File: config.mk
export PLATFORM = sky130hd
export DESIGN_NAME = cdma_rd_top
export DESIGN_NICKNAME = d
export VERILOG_FILES = /design/src/cdma_desc_pkg.sv /design/src/cdma_axi_pkg.sv /design/src/cdma_fifo.sv /design/src/cdma_beat_counter.sv /design/src/cdma_rd_ctrl.sv /design/src/cdma_rd_stream.sv /design/src/cdma_rd_top.sv
export VERILOG_INCLUDE_DIRS = /design/src
export SDC_FILE = /design/constraint.sdc
export NUM_CORES = 1
export LEC_CHECK = 0
export BUFFER_PORTS_ARGS = -buffer_cell sky130_fd_sc_hd__buf_2
export CAP_MARGIN = 10
export CORE_MARGIN = 5
export CORE_UTILIZATION = 40
export CTS_BUF_LIST = sky130_fd_sc_hd__clkbuf_8
export DETAILED_ROUTE_END_ITERATION = 8
export REMOVE_ABC_BUFFERS = 1
export SLEW_MARGIN = 10
export SYNTH_ARGS = -nofsm -noshare
export SYNTH_HDL_FRONTEND = slang
export SYNTH_HIERARCHICAL = 1
export SYNTH_SLANG_ARGS = --single-unit
File: constraint.sdc
create_clock -name aclk -period 7.4 [get_ports aclk]
set_clock_uncertainty 0.15 [all_clocks]
set_input_delay 1.48 -clock aclk [delete_from_list [all_inputs] [get_ports aclk]]
set_output_delay 1.48 -clock aclk [all_outputs]
set_load 0.01 [all_outputs]
File: src/cdma_config.svh
// Widths and sizes of the read DMA channel, included by the RTL and the testbench
`ifndef CDMA_CONFIG_SVH
`define CDMA_CONFIG_SVH

//////////////////////////////////////////////////
// Bus widths
//////////////////////////////////////////////////

// Byte address
`define CDMA_ADDR_BITS      32
// One beat is 8 bytes
`define CDMA_DATA_BITS      64
// Descriptor length in beats
`define CDMA_LEN_BITS       16

//////////////////////////////////////////////////
// Burst shaping and queues
//////////////////////////////////////////////////

// Max beats per read burst
`define CDMA_BURST_LEN      16
// Page that no burst may cross
`define CDMA_BOUNDARY_BYTES 4096

// Depth of descriptor and sequence queues
// Also bounds descriptors in flight
`define CDMA_QUEUE_DEPTH    4

`endif

File: src/cdma_desc_pkg.sv
// Descriptor-side types, imported by the controller, the data path and the testbench
`include "cdma_config.svh"

package cdma_desc_pkg;

  // Beat count as carried by a descriptor
  typedef logic [`CDMA_LEN_BITS-1:0] cdma_len_t;

  // Read request from the requester
  // 49 bits, one queue word
  typedef struct packed {
    logic [`CDMA_ADDR_BITS-1:0] paddr;
    cdma_len_t                  len;
    logic                       last;
  } cdma_desc_t;

  // Record per accepted descriptor
  // Travels from the controller to the data side
  typedef struct packed {
    cdma_len_t len;
    // Sequence end, gates tlast and done
    logic      last;
  } cdma_seq_t;

endpackage

File: src/cdma_axi_pkg.sv
// Memory read channel types for the AR and R sides, imported by RTL and testbench
package cdma_axi_pkg;

  // Burst length field
  // Beats minus one, as on AXI
  typedef logic [7:0] axi_len_t;

  // Read response codes
  typedef enum logic [1:0] {
    OKAY   = 2'b00,
    EXOKAY = 2'b01,
    SLVERR = 2'b10,
    DECERR = 2'b11
  } axi_resp_t;

endpackage

File: src/cdma_fifo.sv
// Synchronous valid/ready FIFO, instantiated for the descriptor and sequence queues
`timescale 1ns/100ps

module cdma_fifo #(
  parameter int WIDTH = 8,
  parameter int DEPTH = 4
) (
  input  logic             aclk,
  input  logic             reset,
  input  logic             in_valid,
  output logic             in_ready,
  input  logic [WIDTH-1:0] in_data,
  output logic             out_valid,
  input  logic             out_ready,
  output logic [WIDTH-1:0] out_data
);

  localparam int PTR_BITS = (DEPTH > 1) ? $clog2(DEPTH) : 1;
  localparam int CNT_BITS = $clog2(DEPTH + 1);

  // Register array and its bookkeeping
  logic [WIDTH-1:0]    mem [DEPTH];
  logic [PTR_BITS-1:0] wr_ptr;
  logic [PTR_BITS-1:0] rd_ptr;
  logic [CNT_BITS-1:0] count;
  logic                push;
  logic                pop;

  // Step with wrap for any depth
  function automatic logic [PTR_BITS-1:0] ptr_next(input logic [PTR_BITS-1:0] ptr);
    return (ptr == PTR_BITS'(DEPTH - 1)) ? '0 : ptr + 1'b1;
  endfunction

  assign in_ready  = (count != CNT_BITS'(DEPTH));
  assign out_valid = (count != '0);
  assign push      = in_valid && in_ready;
  assign pop       = out_valid && out_ready;
  // Head word straight from the registers
  assign out_data  = mem[rd_ptr];

  always_ff @(posedge aclk) begin
    if (push) begin
      mem[wr_ptr] <= in_data;
    end
  end

  always_ff @(posedge aclk) begin
    if (reset) begin
      wr_ptr <= '0;
      rd_ptr <= '0;
      count  <= '0;
    end else begin
      if (push) begin
        wr_ptr <= ptr_next(wr_ptr);
      end
      if (pop) begin
        rd_ptr <= ptr_next(rd_ptr);
      end
      // Simultaneous push and pop leaves count alone
      if (push && !pop) begin
        count <= count + 1'b1;
      end else if (pop && !push) begin
        count <= count - 1'b1;
      end
    end
  end

  // Full and empty both mean the pointers meet
  a_full_ptrs_meet: assert property (@(posedge aclk) disable iff (reset)
    (count == CNT_BITS'(DEPTH)) |-> (wr_ptr == rd_ptr));
  a_empty_ptrs_meet: assert property (@(posedge aclk) disable iff (reset)
    (count == '0) |-> (wr_ptr == rd_ptr));

endmodule

File: src/cdma_beat_counter.sv
// Beat counter for the head descriptor, used by the read data path to find its final beat
`timescale 1ns/100ps

module cdma_beat_counter
  import cdma_desc_pkg::*;
(
  input  logic      aclk,
  input  logic      reset,
  // Length of the head descriptor
  input  cdma_len_t seq_len,
  // Output beat transferred
  input  logic      beat,
  output logic      final_beat
);

  // Beats of the head descriptor already sent
  cdma_len_t count;

  assign final_beat = (count == cdma_len_t'(seq_len - 1'b1));

  always_ff @(posedge aclk) begin
    if (reset) begin
      count <= '0;
    end else if (beat) begin
      // Restart for the next descriptor
      if (final_beat) begin
        count <= '0;
      end else begin
        count <= count + 1'b1;
      end
    end
  end

  // Counter never runs past the head record
  a_count_bound: assert property (@(posedge aclk) disable iff (reset)
    beat |-> (count < seq_len));

endmodule

File: src/cdma_rd_ctrl.sv
// Read control FSM, splits queued descriptors into bursts and feeds the sequence queue
`timescale 1ns/100ps
`include "cdma_config.svh"

module cdma_rd_ctrl
  import cdma_desc_pkg::*, cdma_axi_pkg::*;
(
  input  logic                       aclk,
  input  logic                       reset,
  // Descriptor queue head
  input  logic                       desc_valid,
  output logic                       desc_ready,
  input  cdma_desc_t                 desc_data,
  // Record to the data side
  output logic                       seq_valid,
  input  logic                       seq_ready,
  output cdma_seq_t                  seq_data,
  // Read address channel
  output logic                       ar_valid,
  input  logic                       ar_ready,
  output logic [`CDMA_ADDR_BITS-1:0] ar_addr,
  output axi_len_t                   ar_len
);

  localparam int ADDR_BITS  = `CDMA_ADDR_BITS;
  localparam int BEAT_BYTES = `CDMA_DATA_BITS / 8;
  localparam int BND_BITS   = $clog2(`CDMA_BOUNDARY_BYTES);

  typedef enum logic [1:0] {IDLE, LOAD, ISSUE, WAIT_AR} state_t;

  state_t                 state;
  // Start of the next burst and beats not yet requested
  logic [ADDR_BITS-1:0]   cur_addr;
  cdma_len_t              rem_len;
  cdma_len_t              burst;
  logic                   issue;

  //////////////////////////////////////////////////
  // Burst sizing
  //////////////////////////////////////////////////

  // Smallest of remaining beats, max burst and room to the page end
  function automatic cdma_len_t burst_beats(
    input logic [ADDR_BITS-1:0] addr,
    input cdma_len_t            rem
  );
    logic [BND_BITS:0] to_bnd;
    cdma_len_t         room;
    cdma_len_t         beats;
    to_bnd = (BND_BITS + 1)'(`CDMA_BOUNDARY_BYTES) - {1'b0, addr[BND_BITS-1:0]};
    room   = cdma_len_t'(to_bnd / BEAT_BYTES);
    beats  = rem;
    if (beats > cdma_len_t'(`CDMA_BURST_LEN)) begin
      beats = cdma_len_t'(`CDMA_BURST_LEN);
    end
    if (beats > room) begin
      beats = room;
    end
    return beats;
  endfunction

  assign burst = burst_beats(cur_addr, rem_len);

  // First burst from ISSUE, the rest back to back from WAIT_AR
  assign issue = (state == ISSUE) ||
                 ((state == WAIT_AR) && ar_ready && (rem_len != '0));

  //////////////////////////////////////////////////
  // Descriptor load
  //////////////////////////////////////////////////

  // Descriptor pop and record push go together
  assign desc_ready = (state == LOAD) && seq_ready;
  assign seq_valid  = (state == LOAD) && desc_valid;
  assign seq_data   = '{len: desc_data.len, last: desc_data.last};

  always_ff @(posedge aclk) begin
    if (reset) begin
      state    <= IDLE;
      ar_valid <= 1'b0;
    end else begin
      case (state)
        IDLE: begin
          if (desc_valid) begin
            state <= LOAD;
          end
        end
        // Parks here while the sequence queue is full
        LOAD: begin
          if (desc_valid && desc_ready) begin
            state <= ISSUE;
          end
        end
        ISSUE: begin
          ar_valid <= 1'b1;
          state    <= WAIT_AR;
        end
        WAIT_AR: begin
          if (ar_ready && (rem_len == '0)) begin
            ar_valid <= 1'b0;
            state    <= IDLE;
          end
        end
        default: state <= IDLE;
      endcase
    end
  end

  // Address walk and burst fields
  always_ff @(posedge aclk) begin
    if (desc_valid && desc_ready) begin
      cur_addr <= desc_data.paddr;
      rem_len  <= desc_data.len;
    end else if (issue) begin
      ar_addr  <= cur_addr;
      ar_len   <= axi_len_t'(burst - 1'b1);
      cur_addr <= cur_addr + ADDR_BITS'(BEAT_BYTES * burst);
      rem_len  <= rem_len - burst;
    end
  end

  // Zero length would wrap ar_len to 255
  a_len_nonzero: assert property (@(posedge aclk) disable iff (reset)
    (desc_valid && desc_ready) |-> (desc_data.len != '0));
  // Every burst fits its page and the max length
  a_no_cross: assert property (@(posedge aclk) disable iff (reset)
    ar_valid |-> ((int'(ar_addr[BND_BITS-1:0]) + (int'(ar_len) + 1) * BEAT_BYTES
                   <= `CDMA_BOUNDARY_BYTES) && (int'(ar_len) < `CDMA_BURST_LEN)));

endmodule

File: src/cdma_rd_stream.sv
// Read data path from the R channel to the output stream, with tlast, done and error status
`timescale 1ns/100ps
`include "cdma_config.svh"

module cdma_rd_stream
  import cdma_desc_pkg::*, cdma_axi_pkg::*;
(
  input  logic                       aclk,
  input  logic                       reset,
  // Memory read data
  input  logic                       r_valid,
  output logic                       r_ready,
  input  logic [`CDMA_DATA_BITS-1:0] r_data,
  input  axi_resp_t                  r_resp,
  input  logic                       r_last,
  // Head of the sequence queue
  input  logic                       seq_valid,
  output logic                       seq_ready,
  input  cdma_seq_t                  seq_data,
  // Output stream
  output logic                       m_axis_tvalid,
  input  logic                       m_axis_tready,
  output logic [`CDMA_DATA_BITS-1:0] m_axis_tdata,
  output logic                       m_axis_tlast,
  // Status
  output logic                       rd_done,
  output logic                       rd_error
);

  logic r_take;
  logic beat;
  logic final_beat;
  // Held beat closed its R burst
  logic burst_end;

  //////////////////////////////////////////////////
  // Output register
  //////////////////////////////////////////////////

  assign beat    = m_axis_tvalid && m_axis_tready;
  // Accept when empty or draining this cycle
  assign r_ready = !m_axis_tvalid || m_axis_tready;
  assign r_take  = r_valid && r_ready;

  always_ff @(posedge aclk) begin
    if (reset) begin
      m_axis_tvalid <= 1'b0;
      rd_done       <= 1'b0;
      rd_error      <= 1'b0;
    end else begin
      if (r_take) begin
        m_axis_tvalid <= 1'b1;
      end else if (beat) begin
        m_axis_tvalid <= 1'b0;
      end
      // One cycle after the last beat of a sequence end
      rd_done <= seq_ready && seq_data.last;
      // Sticky, beat itself still goes out
      if (r_take && (r_resp != OKAY)) begin
        rd_error <= 1'b1;
      end
    end
  end

  always_ff @(posedge aclk) begin
    if (r_take) begin
      m_axis_tdata <= r_data;
      burst_end    <= r_last;
    end
  end

  //////////////////////////////////////////////////
  // Sequence tracking
  //////////////////////////////////////////////////

  cdma_beat_counter beat_counter_inst (
    .aclk       (aclk),
    .reset      (reset),
    .seq_len    (seq_data.len),
    .beat       (beat),
    .final_beat (final_beat)
  );

  // Pop the record as its final beat leaves
  assign seq_ready    = beat && final_beat;
  assign m_axis_tlast = m_axis_tvalid && final_beat && seq_data.last;

  // Record pushed before any of its data can return
  a_seq_present: assert property (@(posedge aclk) disable iff (reset)
    m_axis_tvalid |-> seq_valid);
  // Descriptor end lines up with a burst end from the controller
  a_desc_end_burst: assert property (@(posedge aclk) disable iff (reset)
    (m_axis_tvalid && final_beat) |-> burst_end);

endmodule

File: src/cdma_rd_top.sv
// Top level of the read DMA channel, wires the queues, the controller and the data path
`timescale 1ns/100ps
`include "cdma_config.svh"

module cdma_rd_top
  import cdma_desc_pkg::*, cdma_axi_pkg::*;
(
  input  logic                       aclk,
  input  logic                       reset,
  // Descriptor in
  input  logic                       desc_valid,
  output logic                       desc_ready,
  input  cdma_desc_t                 desc_data,
  // Read address out
  output logic                       ar_valid,
  input  logic                       ar_ready,
  output logic [`CDMA_ADDR_BITS-1:0] ar_addr,
  output axi_len_t                   ar_len,
  // Read data in
  input  logic                       r_valid,
  output logic                       r_ready,
  input  logic [`CDMA_DATA_BITS-1:0] r_data,
  input  axi_resp_t                  r_resp,
  input  logic                       r_last,
  // Stream out
  output logic                       m_axis_tvalid,
  input  logic                       m_axis_tready,
  output logic [`CDMA_DATA_BITS-1:0] m_axis_tdata,
  output logic                       m_axis_tlast,
  // Status
  output logic                       rd_done,
  output logic                       rd_error
);

  // Queued descriptor to the controller
  logic       q_desc_valid;
  logic       q_desc_ready;
  cdma_desc_t q_desc_data;
  // Controller into the sequence queue
  logic       seq_in_valid;
  logic       seq_in_ready;
  cdma_seq_t  seq_in_data;
  // Sequence queue head to the data path
  logic       seq_out_valid;
  logic       seq_out_ready;
  cdma_seq_t  seq_out_data;

  //////////////////////////////////////////////////
  // Queues
  //////////////////////////////////////////////////

  cdma_fifo #(
    .WIDTH ($bits(cdma_desc_t)),
    .DEPTH (`CDMA_QUEUE_DEPTH)
  ) desc_fifo_inst (
    .aclk      (aclk),
    .reset     (reset),
    .in_valid  (desc_valid),
    .in_ready  (desc_ready),
    .in_data   (desc_data),
    .out_valid (q_desc_valid),
    .out_ready (q_desc_ready),
    .out_data  (q_desc_data)
  );

  // Popped by the data path on each final beat
  cdma_fifo #(
    .WIDTH ($bits(cdma_seq_t)),
    .DEPTH (`CDMA_QUEUE_DEPTH)
  ) seq_fifo_inst (
    .aclk      (aclk),
    .reset     (reset),
    .in_valid  (seq_in_valid),
    .in_ready  (seq_in_ready),
    .in_data   (seq_in_data),
    .out_valid (seq_out_valid),
    .out_ready (seq_out_ready),
    .out_data  (seq_out_data)
  );

  //////////////////////////////////////////////////
  // Control and data
  //////////////////////////////////////////////////

  cdma_rd_ctrl rd_ctrl_inst (
    .aclk       (aclk),
    .reset      (reset),
    .desc_valid (q_desc_valid),
    .desc_ready (q_desc_ready),
    .desc_data  (q_desc_data),
    .seq_valid  (seq_in_valid),
    .seq_ready  (seq_in_ready),
    .seq_data   (seq_in_data),
    .ar_valid   (ar_valid),
    .ar_ready   (ar_ready),
    .ar_addr    (ar_addr),
    .ar_len     (ar_len)
  );

  cdma_rd_stream rd_stream_inst (
    .aclk          (aclk),
    .reset         (reset),
    .r_valid       (r_valid),
    .r_ready       (r_ready),
    .r_data        (r_data),
    .r_resp        (r_resp),
    .r_last        (r_last),
    .seq_valid     (seq_out_valid),
    .seq_ready     (seq_out_ready),
    .seq_data      (seq_out_data),
    .m_axis_tvalid (m_axis_tvalid),
    .m_axis_tready (m_axis_tready),
    .m_axis_tdata  (m_axis_tdata),
    .m_axis_tlast  (m_axis_tlast),
    .rd_done       (rd_done),
    .rd_error      (rd_error)
  );

endmodule

==> results of run 1 <==
==> per-layer routing <==
layer	share of wire, %	global-route usage [%]	vias to the layer above	wire, µm
li1	-	-	5587	-
met1	43	21.0	5814	18900
met2	48	26.0	285	21000
met3	6.1	3.96	76	2650
met4	1.9	5.29	6	815
met5	0.090	0	-	39
==> cells in the final DEF, fill, tap and decap left out, drive strengths merged, types with 5 or more instances in the layout <==
master / n
a21o: 7
edfxtp: 416
nor4: 10
and2: 9
or3: 15
nand2: 80
diode: 5
a31oi: 6
nand3: 25
o21ai: 50
ha: 62
inv: 80
dfxtp: 40
mux2i: 12
nand2b: 9
nor2: 70
or4: 5
xor2: 35
mux4: 66
nor2b: 11
buf: 240
clkinv: 23
xnor2: 45
and3: 16
nand4: 11
o22ai: 5
a21oi: 65
o21a: 11
o31ai: 9
a211oi: 28
nor3: 21
clkbuf: 77
nor3b: 5
conb: 16
==> layout make-up <==
| class | instances | area share [%] |
|---|---|---|
| well taps | 672 | 3.63 |
| clock inverters | 56 | 1.15 |
| diodes | 5 | 0.0540 |
| inverters | 49 | 0.794 |
| flip-flops and latches | 456 | 57.4 |
| clock buffers | 77 | 4.57 |
| repair buffers | 240 | 5.28 |
| multi-input cells | 759 | 27.2 |
==> flip-flops by register name, summed over array words and instances (netlist names), 3 cells and up, named ones only <==
register and count:
rd_stream_inst/m_axis_tdata 64, seq_fifo_inst/count 3, rd_ctrl_inst/rem_len 16, desc_fifo_inst/count 3, rd_stream_inst/beat_counter_inst/count 16, desc_fifo_inst/mem 196, rd_ctrl_inst/cur_addr 32, rd_ctrl_inst/ar_len 8
seq_fifo_inst/mem 68, rd_ctrl_inst/ar_addr 32
==> per-stage QoR <==
stage / cells / setup WS (ns) / hold slack [ns] / cell area (µm²) / utilization, %
after floorplan: 1264 / 1.79 / 0.283 / 19700 / -
after global placement: 2176 / 1.17 / 0.301 / 21800 / 43.8
after detailed placement: 2176 / 1.12 / 0.300 / 21800 / 43.8
after CTS: 2309 / 1.06 / 0.315 / 23200 / 46.5
after global routing: 2311 / 0.381 / 0.323 / 23200 / 46.5
final: 2314 / 0.977 / 0.312 / 23200 / 46.5
==> how the worst min path moves through the flow <==
stage / start / to / cells after the start / slack [ns]
after detailed placement: rd_ctrl_inst/cur_addr[12] / rd_ctrl_inst/ar_addr[12] / 0 / 0.30
after global routing: rd_ctrl_inst/cur_addr[12] / rd_ctrl_inst/ar_addr[12] / 0 / 0.32
after floorplan: rd_ctrl_inst/cur_addr[12] / rd_ctrl_inst/ar_addr[12] / 0 / 0.28
final: rd_ctrl_inst/cur_addr[12] / rd_ctrl_inst/ar_addr[12] / 0 / 0.31
after global placement: rd_ctrl_inst/cur_addr[14] / rd_ctrl_inst/ar_addr[14] / 0 / 0.30
after CTS: rd_ctrl_inst/cur_addr[12] / rd_ctrl_inst/ar_addr[12] / 0 / 0.32
==> power groups by stage <==
stage / combinational (W) / sequential [W] / clock (W)
6_report: 0.00274 / 0.00374 / 0.00197
5_1_grt: 0.00307 / 0.00378 / 0.00217
4_1_cts: 0.00276 / 0.00374 / 0.00205
3_5_place_dp: 0.00274 / 0.00379 / 0
3_3_place_gp: 0.00268 / 0.00378 / 0
2_1_floorplan: 0.00195 / 0.00378 / 0
==> worst max-delay path, stage by stage, from the launching register on <==
cell	delay, ns
edfxtp_1	0.40
nor3_1	0.53
nand3_1	0.40
or3_1	0.47
or3_1	0.38
ha_1	0.33
o21a_1	0.12
o32ai_1	0.11
a21oi_1	0.08
o21ai_1	0.29
buf_4	0.31
nor2_1	0.07
a21oi_1	0.39
inv_1	0.09
ha_1	0.35
o21ai_0	0.13
o21ai_0	0.39
a21oi_1	0.22
o41ai_1	0.54
nand2_1	0.14
xor2_1	0.15
o21ai_0	0.10
==> results.sh, run 1 <==
export IMPL_hpwl_um=28500
export IMPL_postSynthCellCount=1308
export IMPL_die_height_um=234
export IMPL_drt_wl_total_um=43400
export IMPL_nNetsFinal=1768
export IMPL_startpoint_type="register"
export IMPL_cts_setup_buffers=0
export IMPL_critPathMaxFanout=17
export IMPL_path_class="register to register"
export IMPL_cts_buffers=74
export IMPL_cts_repair_resized=0
export IMPL_vias_per_cell=5.09
export IMPL_switching_power_w=0.00286
export IMPL_seq_power_share_pct=44.2
export IMPL_cp_required_ns=7.58
export IMPL_worst_slew_pin_slew_ns=1.13
export IMPL_syn2layout_area_growth_pct=15.7
export IMPL_finalMaxSlewViolations=0
export IMPL_min_path_type="register to register"
export IMPL_powerDensity_mw_per_mm2=364
export IMPL_relSlewSlack_pct=24.3
export IMPL_clockBufferDepth=3
export IMPL_finalCritPeriodShare_pct=86.8
export IMPL_grt_overflow_total=0
export IMPL_grtUsageTotal_pct=15.9
export IMPL_swShare_pct=33.8
export IMPL_leakage_nw=8.24
export IMPL_cts_sinks=456
export IMPL_avgSynthCellArea_um2=15.3
export IMPL_min_period_ns=6.42
export IMPL_ant_nets=0
export IMPL_rows=82
export IMPL_hold_buffers=0
export IMPL_die_w_um=234
export IMPL_grt_pass1_wl_um=67500
export IMPL_r2r_cells=21
export IMPL_start_util_pct=40.2
export IMPL_firstDrtPassIters=5
export IMPL_status="finished clean"
export IMPL_via_count=11800
export IMPL_maxCapViolations=0
export IMPL_gp_congestion=0.840
export IMPL_rsz0062_at_grt="false"
export IMPL_antenna_found_initial=7
export IMPL_multi_input_area_mm2=0.00629
export IMPL_seq_area_mm2=0.0133
export IMPL_clk_latency_ns=0.62
export IMPL_cts_root_buf="clkbuf_8"
export IMPL_finalPower_w=0.00845
export IMPL_max_clock_freq_mhz=156
export IMPL_arrival_ns=6.60
export IMPL_drtIter0Drc=656
export IMPL_power_internal_w=0.00559
export IMPL_r2r_setup_slack_ns=0.98
export IMPL_fp_coreArea_mm2=0.0499
export IMPL_end_kind="register"
export IMPL_tns_ns=0
export IMPL_comb_power_share_pct=32.5
export IMPL_finalSetupViolCount=0
export IMPL_worstReg2RegEnd="rd_ctrl_inst/cur_addr[22]"
export IMPL_cts_tree="yes"
export IMPL_yosysWarnings=6
export IMPL_crit_path_end="rd_ctrl_inst/cur_addr[22]"
export IMPL_num_io_pins=233
export IMPL_h_tree_depth=3
export IMPL_crit_start="rd_ctrl_inst/cur_addr[2]"
export IMPL_routedWlPerCell_um=18.8
export IMPL_netlist_area_mm2=0.0200
export IMPL_portBuffers=231
export IMPL_die_area_mm2=0.0547
export IMPL_peakVddDrop_uv=168
export IMPL_nFillCells=4488
export IMPL_drcViolationCount=0
export IMPL_grt_max_degree=65
export IMPL_pwr_share_clk_pct=23.3
export IMPL_drive_gt1_share_pct=27.2
export IMPL_reg2reg_from="rd_ctrl_inst/cur_addr[2]"
export IMPL_path_clk_slew_ns=0.07
export IMPL_hold_viol_final=0
export IMPL_grt_pass1_vias=12300
Note: power is estimated with default switching activity, not from simulation.
==> inputs of run 2 (changes only) <==
- BUFFER_PORTS_ARGS: -buffer_cell sky130_fd_sc_hd__buf_2 -> -buffer_cell sky130_fd_sc_hd__buf_4
- RECOVER_POWER: not set -> 50
==> run 2 against run 1 <==
  * The flow now finishes with violations (max-capacitance violations, max-slew violations)
  * Clock-buffer cell count grew 6
  * Combinational power grew 2%
  * Non-clock buffer count is the same
  * Register-to-register slack lost 0.20 ns
  * Worst hold slack lost 0.0050 ns
  * Sequential cell count is the same
  * Largest power group unchanged
==> results.sh, run 2 (same netlist as run 1, synthesis figures left out) <==
export IMPL_finalMaxSlewViolations=241
export IMPL_finalSetupViolCount=0
export IMPL_num_io_pins=233
export IMPL_arrival_ns=6.80
export IMPL_fin_cells=2319
export IMPL_cpPeakStageDelay_ns=0.58
export IMPL_clk_latency_ns=0.62
export IMPL_drcViolationCount=0
export IMPL_rows=82
export IMPL_cts_repair_resized=0
export IMPL_max_clock_freq_mhz=151
export IMPL_path_clk_slew_ns=0.06
export IMPL_final_cell_mix="edfxtp_1, buf_4, clkbuf_8"
export IMPL_grt_overflow_total=0
export IMPL_r2r_setup_slack_ns=0.78
export IMPL_final_common_cell="edfxtp_1"
export IMPL_dp_slack_ns=0.940
export IMPL_status="finished, violations left"
export IMPL_largest_reg_flops=196
export IMPL_drive_gt1_share_pct=24.3
export IMPL_start_util_pct=40.2
export IMPL_reg2reg_from="rd_ctrl_inst/cur_addr[1]"
export IMPL_clockBufferDepth=3
export IMPL_grt_max_degree=65
export IMPL_firstDrtPassIters=4
export IMPL_routedWlPerCell_um=18.9
export IMPL_place_inst=2176
export IMPL_rsz0062_at_grt="false"
export IMPL_worstReg2RegEnd="rd_ctrl_inst/cur_addr[29]"
export IMPL_top_regs="desc_fifo_inst/mem: 196 flops, seq_fifo_inst/mem: 68 flops, rd_stream_inst/m_axis_tdata: 64 flops"
export IMPL_path_class="register to register"
export IMPL_ant_nets=0
export IMPL_powerDensity_mw_per_mm2=368
export IMPL_violations="max-capacitance violations, max-slew violations"
export IMPL_holdCritStartpoint="rd_ctrl_inst/cur_addr[12]"
export IMPL_fp_coreArea_mm2=0.0499
export IMPL_finalCritPeriodShare_pct=89.4
export IMPL_cts_buffers=77
export IMPL_grt_pass1_vias=12200
export IMPL_die_height_um=234
export IMPL_cts_setup_buffers=0
export IMPL_h_tree_depth=3
export IMPL_vias_per_cell=5.13
export IMPL_portBuffers=231
export IMPL_holdPathEnd="rd_ctrl_inst/ar_addr[12]"
export IMPL_die_w_um=234
export IMPL_critPathSlowestCell="o31ai_1"
export IMPL_antenna_found_initial=5
export IMPL_cts_tree="yes"
export IMPL_holdPathStages=0
export IMPL_grt_pass1_wl_um=68000
export IMPL_min_period_ns=6.62
export IMPL_hold_viol_final=0
export IMPL_critPathMaxFanout=16
export IMPL_top_register="desc_fifo_inst/mem"
export IMPL_tns_ns=0
export IMPL_hold_buffers=0
export IMPL_cts_root_buf="clkbuf_8"
export IMPL_utilization_pct=47.6
export IMPL_via_count=11900
export IMPL_relSlewSlack_pct=-129
export IMPL_drtIter0Drc=685
export IMPL_end_kind="register"
export IMPL_r2r_cells=21
export IMPL_min_path_type="register to register"
export IMPL_leakage_nw=8.33
export IMPL_maxCapViolations=5
export IMPL_startpoint_type="register"
export IMPL_hpwl_um=28900
export IMPL_drt_wl_total_um=43800
export IMPL_nNetsFinal=1771
export IMPL_die_area_mm2=0.0547
export IMPL_peakVddDrop_uv=177
export IMPL_setup_slack_ns=0.781
export IMPL_grtUsageTotal_pct=16.0
export IMPL_cts_sinks=456
export IMPL_worst_slew_pin_slew_ns=3.43
export IMPL_crit_chain="nor3_1 -> nand3_1 -> or3_1 -> or3_1 -> nand2_1 -> ha_1 -> nand2_1 -> o32ai_1 -> a21oi_1 -> o21ai_1 -> nor2_1 -> a21oi_1 -> inv_1 -> ha_1 -> nor2b_1 -> o31a_1 -> o31ai_1 -> a21bo_2 -> a211oi_1 -> xnor2_1 -> o21ai_0"
export IMPL_gp_congestion=0.839
export IMPL_syn2layout_area_growth_pct=18.5
export IMPL_cp_required_ns=7.58
-- run 2: worst max-delay path: cells and delay by family (launching register included) --
| family | cells | cell delay, ns |
|---|---|---|
| AOI/OAI and AO/OA | 9 | 2.71 |
| adders and majority gates | 2 | 0.51 |
| buffers and inverters | 1 | 0.09 |
| xor gates and xnor gates | 1 | 0.15 |
| and+or+nand+nor | 8 | 2.27 |
| DFF | 1 | 0.44 |
-- run 2: layout make-up --
type | instances | area (µm²)
Fill cell | 4447 | 26100
Sequential cell | 456 | 13300
Multi-Input combinational cell | 759 | 6270
Timing Repair Buffer | 240 | 1610
Clock buffer | 83 | 1140
Tap cell | 672 | 841
Clock inverter | 57 | 379
Inverter | 49 | 184
Antenna cell | 3 | 7.51
-- run 2: routing by layer --
metal  global-route usage [%]  part of all wire (%)
met4                     4.96                   1.7
met2                     26.2                    49
met5                        0                 0.089
met3                     4.15                   6.2
met1                     21.1                    43
-- run 2: worst max-delay path by stage --
stage | start | to | slack, ns | cells after the start
floorplan | rd_ctrl_inst/rem_len[15] | rd_ctrl_inst/cur_addr[29] | 1.79 | 20
global placement | rd_ctrl_inst/cur_addr[1] | rd_ctrl_inst/cur_addr[31] | 1.0 | 21
detailed placement | rd_ctrl_inst/cur_addr[1] | rd_ctrl_inst/cur_addr[29] | 0.94 | 21
global route | rd_ctrl_inst/cur_addr[1] | rd_ctrl_inst/cur_addr[29] | 0.27 | 19
CTS | rd_ctrl_inst/cur_addr[1] | rd_ctrl_inst/cur_addr[26] | 0.91 | 19
finish | rd_ctrl_inst/cur_addr[1] | rd_ctrl_inst/cur_addr[29] | 0.78 | 21
-- run 2: through the flow --
step | power [W] | instance area [µm²] | hold slack [ns]
after CTS | 0.00885 | 23900 | 0.308
after detailed placement | 0.00660 | 22400 | 0.295
after floorplan | 0.00573 | 19700 | 0.283
final | 0.00874 | 23700 | 0.307
after global placement | 0.00653 | 22400 | 0.287
after global routing | 0.00932 | 23700 | 0.321
-- run 2: power by group --
| group | switching, W | total [W] | leakage [nW] | internal (W) |
|---|---|---|---|---|
| Clock | 0.000993 | 0.00221 | 0.873 | 0.00121 |
| Sequential | 0.000255 | 0.00375 | 4.17 | 0.00349 |
| Combinational | 0.00164 | 0.00279 | 3.29 | 0.00114 |
| Total | 0.00289 | 0.00874 | 8.33 | 0.00585 |
